<file path="src/dtlb_pkg.sv">
package dtlb_pkg;

    // Geometry
    localparam int NUM_WAYS   = 16;
    localparam int NUM_SETS   = 8;
    localparam int TAG_WIDTH  = 20;
    localparam int SET_WIDTH  = 3;
    localparam int PPN_WIDTH  = 20;
    localparam int WAY_WIDTH  = 4;
    localparam int PLRU_NODES = 15;

    // Virtual page tag
    typedef logic [TAG_WIDTH-1:0] vpn_tag_t;

    typedef logic [SET_WIDTH-1:0] set_idx_t;

    // Physical page number
    typedef logic [PPN_WIDTH-1:0] ppn_t;

    typedef logic [WAY_WIDTH-1:0] way_idx_t;

    // One bit per way, hit vector or valid bits of a set
    typedef logic [NUM_WAYS-1:0] way_vec_t;

    // Tree-PLRU node bits, node 0 is the root
    typedef logic [PLRU_NODES-1:0] plru_bits_t;

    // Request from the load/store unit, ppn only used by fills
    typedef struct packed {
        logic     is_fill;
        vpn_tag_t tag;
        set_idx_t set;
        ppn_t     ppn;
    } dtlb_req_t;

    // Lookup response
    typedef struct packed {
        logic hit;
        ppn_t ppn;
    } dtlb_rsp_t;

    // Way used by a hit or a fill
    typedef struct packed {
        logic     valid;
        way_idx_t way;
    } plru_touch_t;

    // Request sequencer states
    typedef enum logic [1:0] {
        IDLE    = 2'd0,
        EXEC    = 2'd1,
        RESPOND = 2'd2
    } req_state_e;

endpackage

</file>
<file path="src/dtlb_response.sv">
`timescale 1ns/1ps

module dtlb_response (
    input  logic                                    clk,
    input  logic                                    i_reset,
    input  logic                                    i_lookup,
    input  dtlb_pkg::way_vec_t                      i_hit_vec,
    input  dtlb_pkg::ppn_t [dtlb_pkg::NUM_WAYS-1:0] i_set_ppn,
    output dtlb_pkg::dtlb_rsp_t                     o_rsp
);

    dtlb_pkg::ppn_t hit_ppn;

    // AND-OR select, zero on a miss
    always_comb begin
        hit_ppn = '0;
        for (int w = 0; w < dtlb_pkg::NUM_WAYS; w++) begin
            hit_ppn = hit_ppn | (i_set_ppn[w] & {dtlb_pkg::PPN_WIDTH{i_hit_vec[w]}});
        end
    end

    // Fills leave the last lookup result in place
    always_ff @(posedge clk) begin
        if (i_reset) begin
            o_rsp <= '0;
        end else if (i_lookup) begin
            o_rsp <= '{hit: |i_hit_vec, ppn: hit_ppn};
        end
    end

    // Relies on the array never holding a tag twice in one set
    a_hit_onehot: assert property (@(posedge clk) disable iff (i_reset)
        i_lookup |-> $onehot0(i_hit_vec));

endmodule

</file>
<file path="config.mk">
export PLATFORM = sky130hd
export DESIGN_NAME = dtlb_response
export DESIGN_NICKNAME = d
export VERILOG_FILES = /design/src/dtlb_pkg.sv /design/src/dtlb_response.sv
export SDC_FILE = /design/constraint.sdc
export NUM_CORES = 1
export LEC_CHECK = 0
export BUFFER_PORTS_ARGS = -buffer_cell sky130_fd_sc_hd__buf_2
export CAP_MARGIN = 20
export CORE_AREA = 2 2 139 141
export CTS_CLUSTER_DIAMETER = 150
export DETAILED_ROUTE_END_ITERATION = 10
export DIE_AREA = 0 0 141 143
export GPL_ROUTABILITY_DRIVEN = 0
export GPL_TIMING_DRIVEN = 1
export PLACE_DENSITY = 0.52
export REMOVE_ABC_BUFFERS = 1
export SYNTH_ARGS = -nofsm -noshare
export SYNTH_HDL_FRONTEND = slang
export SYNTH_SLANG_ARGS = --single-unit
export TNS_END_PERCENT = 20
</file>
<file path="constraint.sdc">
create_clock -name clk -period 1.1 [get_ports clk]
set_clock_uncertainty 0.1 [all_clocks]
set_input_delay 0.055 -clock clk [delete_from_list [all_inputs] [get_ports clk]]
set_output_delay 0.055 -clock clk [all_outputs]
set_load 0.05 [all_outputs]
</file>
# == Word level (Yosys, flattened, before mapping) ==
# Cells that the tools add are included.
# totals
ff_bits,21
in_bits,339
# op_classes
bitwise_logic,31
n_reduce_logical,1
# op_table
operator,n
20-bit bitwise AND,16
20-bit OR,15
16-bit OR reduction,1

# == Depth between registers and ports, before layout ==
# depth
word_depth,16
depth_mapped,5
mapped_depth_nobuf,4

# == Least setup slack after synthesis ==
# No wires, ideal clock.
# synth_timing
path_kind,flip-flop to flip-flop
from,register o_rsp[19] (netlist name)
to,register o_rsp[19] (netlist bit)
setup_ns,0.091
arrival_ns,0.919
required_time_ns,0.909
slack_ns,-0.010
stages_incl_launch_ff,3
period_less_slack_ns,1.110
cell_sequence,dfxtp_1 nor2_1 a311oi_1
# synth_rtl
element,line,source
"end signal, assigned",dtlb_response.sv:27,"o_rsp <= '{hit: |i_hit_vec, ppn: hit_ppn};"
"end, declared",dtlb_response.sv:9,output dtlb_pkg::dtlb_rsp_t o_rsp

# == Final worst setup path ==
# layout_timing
from,input i_hit_vec[5]
to,register o_rsp[9] (netlist bit)
# layout_via
elab_chain_cells,12
# layout_lines
element,line,source
"start, declared",dtlb_response.sv:7,"input dtlb_pkg::way_vec_t i_hit_vec,"
20-bit bitwise AND,dtlb_response.sv:18,hit_ppn = hit_ppn | (i_set_ppn[w] & {dtlb_pkg::PPN_WIDTH{i_hit_vec[w]}});
20-bit OR (11 in a row),dtlb_response.sv:18,
# No other way between the ends.
# A chain may end at the register's enable or synchronous reset.

==> metrics <==
first-pass GRT wire length 28200 microns; routed length per instance 21.4 microns; total global-route track usage 0.189; final-report max-slew violation count 0; remaining antenna violation count 0; GR met1 Demand/Resource 0.229; post-synthesis instance area 2420 sq um; launching element type of the critical path input pin; setup slack on the worst flop-to-flop path 0.26 ns; Hold Crit Class in -> reg; clock tree from TritonCTS done; Area contributors post-synth a22oi_1 37%, dfxtp_1 17%, a222oi_1 8.3%; largest registers o_rsp (21); later-pin clock latency in the skew report 0.27 ns; total half-perimeter wirelength after legalization and detailed placement 16700 microns; buffer and inverter count on the worst path 2; Flop pwr share 0.227; highest achievable clock rate 920 MHz; cell at the root of the clock tree clkbuf_16; vias in the first global route 4687; reg2reg start o_rsp[5]; number of rows in the core area 50; flip-flop count of the largest register, all copies and words added 21; Worst EP arrival 1.12 ns; maximum buffer depth of the clock tree 2; most area-hungry cell type in the Yosys netlist a22oi_1; Logic pwr share 0.539; ys flop type dfxtp_1; unrepaired setup endpoints after global routing yes; cell with the most instances after synthesis a22oi_1; die width 141 microns; Post-Syn Instances 335; Post-Synthesis Mean Instance Area 7.23 sq um; GRT overflow 0; met3 track demand over resource in global routing 0.0419; share of the clock period used by the worst path 0.988; CTS Sinks 21; most utilized layer in the global route result met2; clock share of power 0.234; number of flops mapped to enable cells by yosys 0; Final Hold Viols 0; core area 18600 sq um; category of the most critical setup path in -> reg; peak per-stage delay on the critical path 0.44 ns; # IOs 360; power density relative to cell area 728 nW/um^2; count of warnings emitted by yosys 0; antenna violations before repair 3; final setup fails 0; number of setup buffers added after CTS 0; fraction of power spent switching nets 0.386; internal power summed over all cells 2.29 mW; Final nets 1049; HP Start i_set_ppn[242]; H-tree depth 1; number of DRC violations after detailed routing 0; sequence of cells on the critical path buf_2 -> buf_12 -> a222oi_1 -> nand3_1 -> nor2_1 -> a311oi_1; detailed router's first-iteration violation count 446; via/cell ratio 5.04; launching element of the worst setup path i_hit_vec[5]; pin count of the biggest net entering global routing 25; top fanout value on the critical path 10; commonest cells in the synthesized netlist 120 x a22oi_1, 33 x nor2_1, 28 x buf_2, 28 x nand2_1, 21 x dfxtp_1; final sum of negative setup slack 0 ns; sort of element at the end of the critical path register; clock transition at the register clock pins on the worst setup and hold paths after CTS 0.07 ns; portion of synthesized cell area occupied by the leading cell type 0.372; share of the yosys chip area belonging to registers 0.173; Die Footprint 20200 sq um; worst vdd ir 0.564 mV; net load switching power 1.44 mW; total placed cells including tap cells 928; total number of vias 4755; kind of cell adding the most delay to the critical path compound AO/OA/AOI/OAI gates; MaxCap Viol Count 0; number of buffers inserted by port buffering 359; P&R area growth vs syn 112%; final standard cell count with taps included and fillers excluded 944; Most flops, register o_rsp; sum of routed wire length over all layers 20200 microns; Max stage delay cell, worst path a222oi_1; worst slew margin relative to its limit 0.650; number of register bits inferred by synthesis 21; time the final worst path needs with I/O delays and setup 1.09 ns; effective utilization at floorplan 0.130; global routing met2 resource utilization 0.339; leakage power summed over all cells 2.54 nW; share of async-settable or async-resettable flops after synthesis 0; number of clock buffers inserted by TritonCTS 3; measured slew at the worst slew-check pin 0.525 ns; fraction of final layout cells with drive strength greater than 1 0.571; result of the run completed; number of fill cells 2064; Crit path required time 1.13 ns; Hold Worst Slack 0.0155 ns; Die H 143 microns; first-pass iteration count of the detailed router 5; number of different library cells in the post-synthesis netlist 16
worst paths after layout:
path         depth (start not counted)        to
max                                  6  o_rsp[9]
min                                  3  o_rsp[2]
max reg2reg                          2  o_rsp[5]
min reg2reg                          2  o_rsp[2]
area by class of cell:
class / count / area [sq um] / area share
Multi-Input combinational cell: 275 / 1800 / 0.351
Tap cell: 234 / 293 / 0.0571
Clock buffer: 4 / 78.8 / 0.0154
Sequential cell: 21 / 420 / 0.0820
Timing Repair Buffer: 409 / 2530 / 0.494
Antenna cell: 1 / 2.50 / 0.000488
metal layers:
metal  vias up  share of wire
li1       2172              -
met1      2207           0.39
met2       342           0.50
met3        30          0.090
met4         4          0.020
met5         -         0.0013
logic make-up after synthesis:
family / Yosys count / synth area share
AOI/OAI and AO/OA: 153 / 0.501
buffers and inverters: 39 / 0.0872
DFF: 21 / 0.173
and+or+nand+nor: 122 / 0.239
worst min-delay path, cell delays in order:
cell and delay [ns]:
buf_2 0.10, nand2_1 0.10, a311oi_1 0.09
power by group through the flow:
stage / sequential, mW / clock (mW) / combinational [mW]
2_1_floorplan: 1.06 / 0 / 0.415
3_5_place_dp: 0.864 / 0 / 1.96
5_1_grt: 0.856 / 0.964 / 2.16
6_report: 0.847 / 0.873 / 2.01
3_3_place_gp: 0.862 / 0 / 1.95
4_1_cts: 0.846 / 0.925 / 2.00
cell usage in the layout, fill, tap and decap left out:
cell type and n:
clkbuf_4 3, a211oi_1 1, nor4_1 4, buf_2 353
buf_6 1, nor3_2 4, nand3_1 20, a22oi_1 120
clkbuf_1 1, buf_12 25, nor2_1 33, dfxtp_1 21
dlygate4sd3_1 11, diode_2 1, nand4_1 20, nand2_1 28
and4_1 1, buf_4 16, nor3_1 12, a311oi_1 12
clkbuf_16 3, a222oi_1 20
per-stage QoR:
stage	utilization	cell area (sq um)	power (mW)	worst slack, ns
after floorplan	-	2210	1.47	-0.0100
after global placement	0.264	4910	2.82	-0.349
after detailed placement	0.264	4910	2.82	-0.357
after CTS	0.275	5100	3.77	-0.000522
after global routing	0.276	5130	3.98	-0.0755
final	0.276	5130	3.73	0.0128
repair_timing:
action,in CTS,in global routing
endpoints found under the hold margin,11,0
pin swaps,2,2
resized for setup,3,6
endpoints found under the setup margin,5,10
hold buffers,11,0
Note: power is estimated with default switching activity, not from simulation.
