$ cat src/dtlb_pkg.sv
package dtlb_pkg;

    // Geometry
    localparam int NUM_WAYS   = 16;
    localparam int NUM_SETS   = 8;
    localparam int TAG_WIDTH  = 20;
    localparam int SET_WIDTH  = 3;
    localparam int PPN_WIDTH  = 20;
    localparam int WAY_WIDTH  = 4;
    localparam int PLRU_NODES = 15;

    // Virtual page tag
    typedef logic [TAG_WIDTH-1:0] vpn_tag_t;

    typedef logic [SET_WIDTH-1:0] set_idx_t;

    // Physical page number
    typedef logic [PPN_WIDTH-1:0] ppn_t;

    typedef logic [WAY_WIDTH-1:0] way_idx_t;

    // One bit per way, hit vector or valid bits of a set
    typedef logic [NUM_WAYS-1:0] way_vec_t;

    // Tree-PLRU node bits, node 0 is the root
    typedef logic [PLRU_NODES-1:0] plru_bits_t;

    // Request from the load/store unit, ppn only used by fills
    typedef struct packed {
        logic     is_fill;
        vpn_tag_t tag;
        set_idx_t set;
        ppn_t     ppn;
    } dtlb_req_t;

    // Lookup response
    typedef struct packed {
        logic hit;
        ppn_t ppn;
    } dtlb_rsp_t;

    // Way used by a hit or a fill
    typedef struct packed {
        logic     valid;
        way_idx_t way;
    } plru_touch_t;

    // Request sequencer states
    typedef enum logic [1:0] {
        IDLE    = 2'd0,
        EXEC    = 2'd1,
        RESPOND = 2'd2
    } req_state_e;

endpackage

$ cat src/dtlb_req_decode.sv
`timescale 1ns/1ps

module dtlb_req_decode (
    input  logic                clk,
    input  logic                i_reset,
    input  logic                i_req,
    input  dtlb_pkg::dtlb_req_t i_req_data,
    output logic                o_ack,
    output logic                o_lookup,
    output logic                o_fill,
    output dtlb_pkg::dtlb_req_t o_access
);

    dtlb_pkg::req_state_e state_q;
    dtlb_pkg::req_state_e state_d;
    dtlb_pkg::dtlb_req_t  access_q;
    logic                 ack_q;

    always_comb begin
        state_d = state_q;
        case (state_q)
            dtlb_pkg::IDLE: begin
                if (i_req) begin
                    state_d = dtlb_pkg::EXEC;
                end
            end
            dtlb_pkg::EXEC: begin
                state_d = dtlb_pkg::RESPOND;
            end
            dtlb_pkg::RESPOND: begin
                // Requester drops req once it has seen ack
                if (!i_req) begin
                    state_d = dtlb_pkg::IDLE;
                end
            end
            default: begin
                state_d = dtlb_pkg::IDLE;
            end
        endcase
    end

    always_ff @(posedge clk) begin
        if (i_reset) begin
            state_q <= dtlb_pkg::IDLE;
            ack_q   <= 1'b0;
        end else begin
            state_q <= state_d;
            // Ack trails the state by one cycle on both edges
            ack_q   <= (state_q == dtlb_pkg::RESPOND);
        end
    end

    // Request payload held for the whole transaction
    always_ff @(posedge clk) begin
        if (state_q == dtlb_pkg::IDLE && i_req) begin
            access_q <= i_req_data;
        end
    end

    assign o_ack    = ack_q;
    assign o_access = access_q;
    assign o_lookup = (state_q == dtlb_pkg::EXEC) && !access_q.is_fill;
    assign o_fill   = (state_q == dtlb_pkg::EXEC) && access_q.is_fill;

    a_one_strobe: assert property (@(posedge clk) disable iff (i_reset)
        !(o_lookup && o_fill));

endmodule

$ cat config.mk
export PLATFORM = sky130hd
export DESIGN_NAME = dtlb_req_decode
export DESIGN_NICKNAME = d
export VERILOG_FILES = /design/src/dtlb_pkg.sv /design/src/dtlb_req_decode.sv
export SDC_FILE = /design/constraint.sdc
export NUM_CORES = 1
export LEC_CHECK = 0
export CORE_ASPECT_RATIO = 0.5
export CORE_MARGIN = 5
export CORE_UTILIZATION = 45
export DETAILED_ROUTE_END_ITERATION = 8
export DONT_BUFFER_PORTS = 1
export PLACE_DENSITY = 0.65
export SYNTH_ARGS = -nofsm -noshare
export SYNTH_HDL_FRONTEND = slang
export SYNTH_SLANG_ARGS = --single-unit
$ cat constraint.sdc
create_clock -name clk -period 4.03 [get_ports clk]
set_clock_uncertainty 0.05 [all_clocks]
set_input_delay 0.6045 -clock clk [delete_from_list [all_inputs] [get_ports clk]]
set_output_delay 0.6045 -clock clk [all_outputs]
set_load 0.005 [all_outputs]
Word level (Yosys, flattened, before mapping)
Index checks and enable logic that the tools add are counted.

operators by class
  equality and inequality tests = 4
  multiplexer cells = 3
  reduce and logical (&&, ||, !) cells = 6

operators with widths
  kind                number
  $pmux 2 s3          1
  $mux 2              2
  $ne 2x2->1 const B  2
  $logic_and 1x1->1   3
  $eq 2x1->1 const B  1
  $eq 2x2->1 const B  1
  $logic_not 2->1     1
  $reduce_and 2->1    1
  $logic_not 1->1     1

storage, ports and cells
  word-level logic and storage cells = 19
  register bits = 47
  output and inout port bits = 47

Longest topological paths before layout
Gate-level depths: netlist of the first run.

  depth after elaboration = 3
  gate-level depth with buffers = 2

Worst setup path after synthesis of the first run
No wires, ideal clock.

  kind = input-to-reg
  start point = in i_req
  end point = reg access_q (netlist bit o_access[0]), enable pin
  setup time = 0.445 ns
  setup slack = 1.014 ns
  data required time = 3.535 ns
  path buffers = 0
  arrival time = 2.520 ns
  cell stages on the path = 2
  cell sequence = nand2b_1 -> nor2_1

on the way
  cells in the longest elaborated chain, start to end = 1

RTL lines
  element               line                   RTL
  from (decl)           dtlb_req_decode.sv:6   input logic i_req,
  $logic_and 1x1->1     dtlb_req_decode.sv:55  if (state_q == dtlb_pkg::IDLE && i_req) begin
  to (signal assigned)  dtlb_req_decode.sv:56  access_q <= i_req_data;
  to (decl)             dtlb_req_decode.sv:16  dtlb_pkg::dtlb_req_t access_q;

Every way passes these cells.
A chain may end at the register's enable or synchronous reset.

Worst setup path after layout of the first run
  start point = reg state_q[0]
  end point = reg access_q (netlist bit o_access[13]), enable pin

on the way
  cells in the longest elaborated chain, start to end = 2

RTL lines
  element                 line                   RTL
  from (decl)             dtlb_req_decode.sv:14  dtlb_pkg::req_state_e state_q;
  from (signal assigned)  dtlb_req_decode.sv:44  state_q <= dtlb_pkg::IDLE;
  from (signal assigned)  dtlb_req_decode.sv:47  state_q <= state_d;
  $logic_not 2->1         dtlb_req_decode.sv:55
  $logic_and 1x1->1       dtlb_req_decode.sv:55

Every way passes these cells.

==> results.cfg, run 1 <==
[outcome]
status = complete, no violations

[clock_tree]
clkTransAtPathRegs_ns = 0.08
cts_tree = done
cts_buffers = 5
cts-root-buf = clkbuf_8
clock_latency_ns = 0.28
post_cts_buffers = 0
cts_sinks = 47
cts_resized = 0
holdBufCountCts = 0
h-tree-depth = 2
cts_max_path_buffers = 2

[synth]
syn_area_mm2 = 0.00143
synth_nets = 104
synth-seq-area-share_pct = 96.3
ys_top_cells_by_area = edfxtp_1 (92%), dfxtp_1 (4.2%), nand2b_1 (0.87%), nor2_1 (0.79%), nand3b_1 (0.52%)
avgSynthCellArea_um2 = 25.2
yosysTopAreaCell = edfxtp_1
synth_top_area_share_pct = 92.1
synthCells = 57
ys_ff_latch = 47
synth-warning-count = 0
synth.distinct_cells = 9

[place]
placed_cell_area_mm2 = 0.00149
portBuffers = 0
dp_hpwl_mm = 1.96
globalplace.congestion = 0.711
pre_cts_slack_ns = 1.98
post-place-cells = 97

[job]
maxCapViolCount = 0

[die]
fp-row-count = 14
core_area_mm2 = 0.00303
die_w_um = 89.8
io_pins = 94
start_util_pct = 47.3
die_y_um = 49.9
dieArea_mm2 = 0.00448

[sta]
tightestPinTransition_ns = 1.16
tns_ns = 0
fmax_mhz = 538
setup_viol = 0
period_needed_ns = 1.86
rsz0062_at_grt = no
whs_ns = 0.327
final.setup.worst_slack_ns = 2.17
drv_slew = 0
maxSlewHeadroom_pct = 22.5
fin_crit_sh_pct = 46.2
finalHoldViolCount = 0

[route]
vias = 519
drtIter0Drc = 33
wl_per_cell_um = 24.7
ant_nets = 0
viasPerCell = 4.94
wl_mm = 2.59
dr.pass1.iters = 3
drc = 0

[setup_path]
rr_worst_depth = 2
rrSetupSlack_ns = 2.17
endpoint_kind = register
crit_fanout = 44
worstPathArrival_ns = 1.71
start_kind = register
required_ns = 3.88
r2r_end = o_access[13]
reg2reg_from = state_q[0]
criticalPathCategory = reg -> reg

[global_routing]
grt_overflow = 0
grt_most_used_layer = met2
first_global_vias = 562
grt_pass1_wl_mm = 3.66
grt_max_degree = 45
globalRouteMet3Util_pct = 6.38
grt_usage_pct = 11.4
antenna_found_initial = 0
met2_usage_pct = 20.8
met1_usage_pct = 10.8

[cells_and_area]
drive_gt1_share_pct = 10.8
nFillCells = 244
num-nets-final = 111
area_growth_pct = 9.69
antenna_cells = 0
final_area_mm2 = 0.00157
final_core_util_pct = 51.9
stdcell_count = 105

[min_path]
hold_start = i_reset
hold_class = in -> reg
min_path_cells = 1
hold_end = state_q[1]

[power_and_ir_drop]
p_leak_nw = 0.511
p_total_uw = 866
powerDensity_mw_per_mm2 = 551
irDropWorstVdd_mv = 0.207
-- critical path, cell delays in order (launching register included) --
cell	delay [ns]
dfxtp_1	0.34
nand2b_1	0.19
nor2_4	0.89
-- report_power, final --
| part | switching [mW] | internal, mW |
|---|---|---|
| registers | 0.0179 | 0.573 |
| clock network | 0.135 | 0.122 |
| logic | 0.0153 | 0.00233 |
-- how the worst max path moves through the flow --
stage | endpoint | slack, ns | from
floorplan | o_access[0] | 1.01 | i_req
global placement | o_access[15] | 2.10 | i_req
detailed placement | o_access[15] | 1.98 | i_req
CTS | o_access[3] | 2.14 | state_q[0]
global route | o_access[3] | 2.03 | state_q[0]
finish | o_access[13] | 2.17 | state_q[0]
-- registers in the layout, summed over array words and instances (netlist names) --
signal    count
o_access     44
state_q       2
o_ack         1
-- layer usage --
metal | part of all wire, % | wire [um]
met1 | 35 | 913
met2 | 58 | 1490
met3 | 6.2 | 161
met4 | 0.96 | 25
met5 | 0 | 0
-- area by class of cell --
class,instances,area (um^2),share of cell area (%)
inverter,1,3.75,0.239
sequential,47,1380,87.8
tap,40,50.0,3.18
clock inverter,1,5.00,0.318
multi-input combinational,9,56.3,3.58
clock buffer,7,76.3,4.85
-- layout by cell type (no fill, tap or decap) --
cell type,instances
inv_1,1
nor2_1,2
dfxtp_1,3
nand2b_1,2
clkinv_2,1
nor2_4,1
clkbuf_1,2
nor3b_1,1
nand3b_1,1
nor3_1,1
a21oi_1,1
edfxtp_1,44
clkbuf_8,5
-- cells by family after synthesis --
kind of cell | synth area share (%)
compound gates | 0.349
buf+inv | 0.262
flops | 96.3
simple gates | 3.05
-- cell usage after synthesis (all sizes together) --
master,n
nor2,3
dfxtp,3
a21oi,1
edfxtp,44
nand2b,2
nand3b,1
nor3b,1
nor3,1
inv,1
No activity file was read; power rests on OpenSTA's default activity.
==> run 2: changes to the inputs <==
clock period = 1.77 ns   (was 4.03 ns; I/O delays follow)
==> results.cfg, run 2 (synthesis results as in run 1) <==
[outcome]
status = complete, no violations

[min_path]
hold_start = i_req_data[24]
min_path_cells = 0
hold_class = in -> reg

[clock_tree]
cts_resized = 0
h-tree-depth = 2
cts_tree = done
cts_buffers = 5
clock_latency_ns = 0.28
clkTransAtPathRegs_ns = 0.08
cts-root-buf = clkbuf_8
cts_max_path_buffers = 2
cts_sinks = 47
post_cts_buffers = 0

[sta]
fmax_mhz = 764
tightestPinTransition_ns = 0.216
finalHoldViolCount = 0
maxSlewHeadroom_pct = 85.6
fin_crit_sh_pct = 73.9
rsz0062_at_grt = no
period_needed_ns = 1.31
tns_ns = 0
final.setup.worst_slack_ns = 0.462
drv_slew = 0
setup_viol = 0
whs_ns = 0.0229

[cells_and_area]
regArea_mm2 = 0.00138
drive_gt1_share_pct = 8.65
final_common_cell = edfxtp_1
final_cell_mix = edfxtp_1 (44), dlygate4sd3_1 (39), clkbuf_8 (5)
area_growth_pct = 40.1
largest_reg_flops = 44
nFillCells = 203
num-nets-final = 151
antenna_cells = 0
multiInputGateArea_um2 = 56.3
stdcell_count = 144

[place]
portBuffers = 0
globalplace.congestion = 0.651
pre_cts_slack_ns = 0.498
dp_hpwl_mm = 2.14
post-place-cells = 98

[global_routing]
grt_usage_pct = 12.2
antenna_found_initial = 0
grt_overflow = 0
grt_max_degree = 44
grt_pass1_wl_mm = 3.87
first_global_vias = 576

[route]
ant_nets = 0
dr.pass1.iters = 4
drc = 0
wl_mm = 2.91
wl_per_cell_um = 20.2
vias = 702
drtIter0Drc = 50
viasPerCell = 4.88

[power_and_ir_drop]
powerDensity_mw_per_mm2 = 1090
p_total_mw = 2.20
p_leak_nw = 0.691
irDropWorstVdd_mv = 0.689

[setup_path]
start_kind = register
critPathLaunch = state_q[1]
crit_fanout = 5
endpoint_kind = output pin
worstPathArrival_ns = 0.99
reg2reg_from = state_q[0]
criticalPathCategory = reg -> out
rrSetupSlack_ns = 0.50
rr_worst_depth = 3
required_ns = 1.45

[job]
maxCapViolCount = 0

[die]
die_y_um = 49.9
io_pins = 94
dieArea_mm2 = 0.00448
die_w_um = 89.8
core_area_mm2 = 0.00303
fp-row-count = 14
start_util_pct = 47.3
-- run 2: changes by cell type in the layout (fill, tap and decap cells not counted), sizes merged --
cell         before  now
dlygate4sd3       0   39
clkbuf            7    5
buf               0    1
bufinv            0    1
clkinv            1    0
clkinvlp          0    1
-- run 2: layout make-up --
type,count,area share (%)
Sequential cell,47,68.8
Timing Repair Buffer,40,20.4
Clock buffer,5,3.43
Multi-Input combinational cell,9,2.80
Tap cell,40,2.49
Clock inverter,2,1.87
Inverter,1,0.187
-- run 2: per-stage QoR --
stage,instance area [um^2],util (%)
5_1_grt,2010,66.3
3_3_place_gp,1510,49.9
4_1_cts,1630,53.7
3_5_place_dp,1510,49.9
2_1_floorplan,1440,-
6_report,2010,66.3
-- run 2: what timing repair did --
item                                   4_1_cts  5_1_grt
hold buffers                                 1       38
endpoints found under the hold margin        3       38
setup endpoints to repair                    0        0
-- run 2: path summary, 6_finish.rpt --
check,endpoint
worst max-delay path,o_fill
worst min register to register,o_ack
worst max register to register,o_access[42]
worst min-delay path,o_access[24]
-- run 2: metal layers --
metal	up-vias	GRT usage (%)	part of all wire, %
met5	-	0	0
met4	0	5.28	0.93
met3	2	6.23	5.0
met2	34	21.5	57
met1	352	12.3	37
li1	314	-	-
-- run 2: power by group --
part           switching, mW  leakage (nW)  internal (mW)
clock network          0.321        0.0502          0.412
logic                 0.0490         0.195         0.0699
registers             0.0425         0.446           1.30
-- run 2: critical path, stage by stage (launching register included) --
cell and delay (ns):
dfxtp_1 0.36, nand2b_1 0.21, nor2_1 0.14
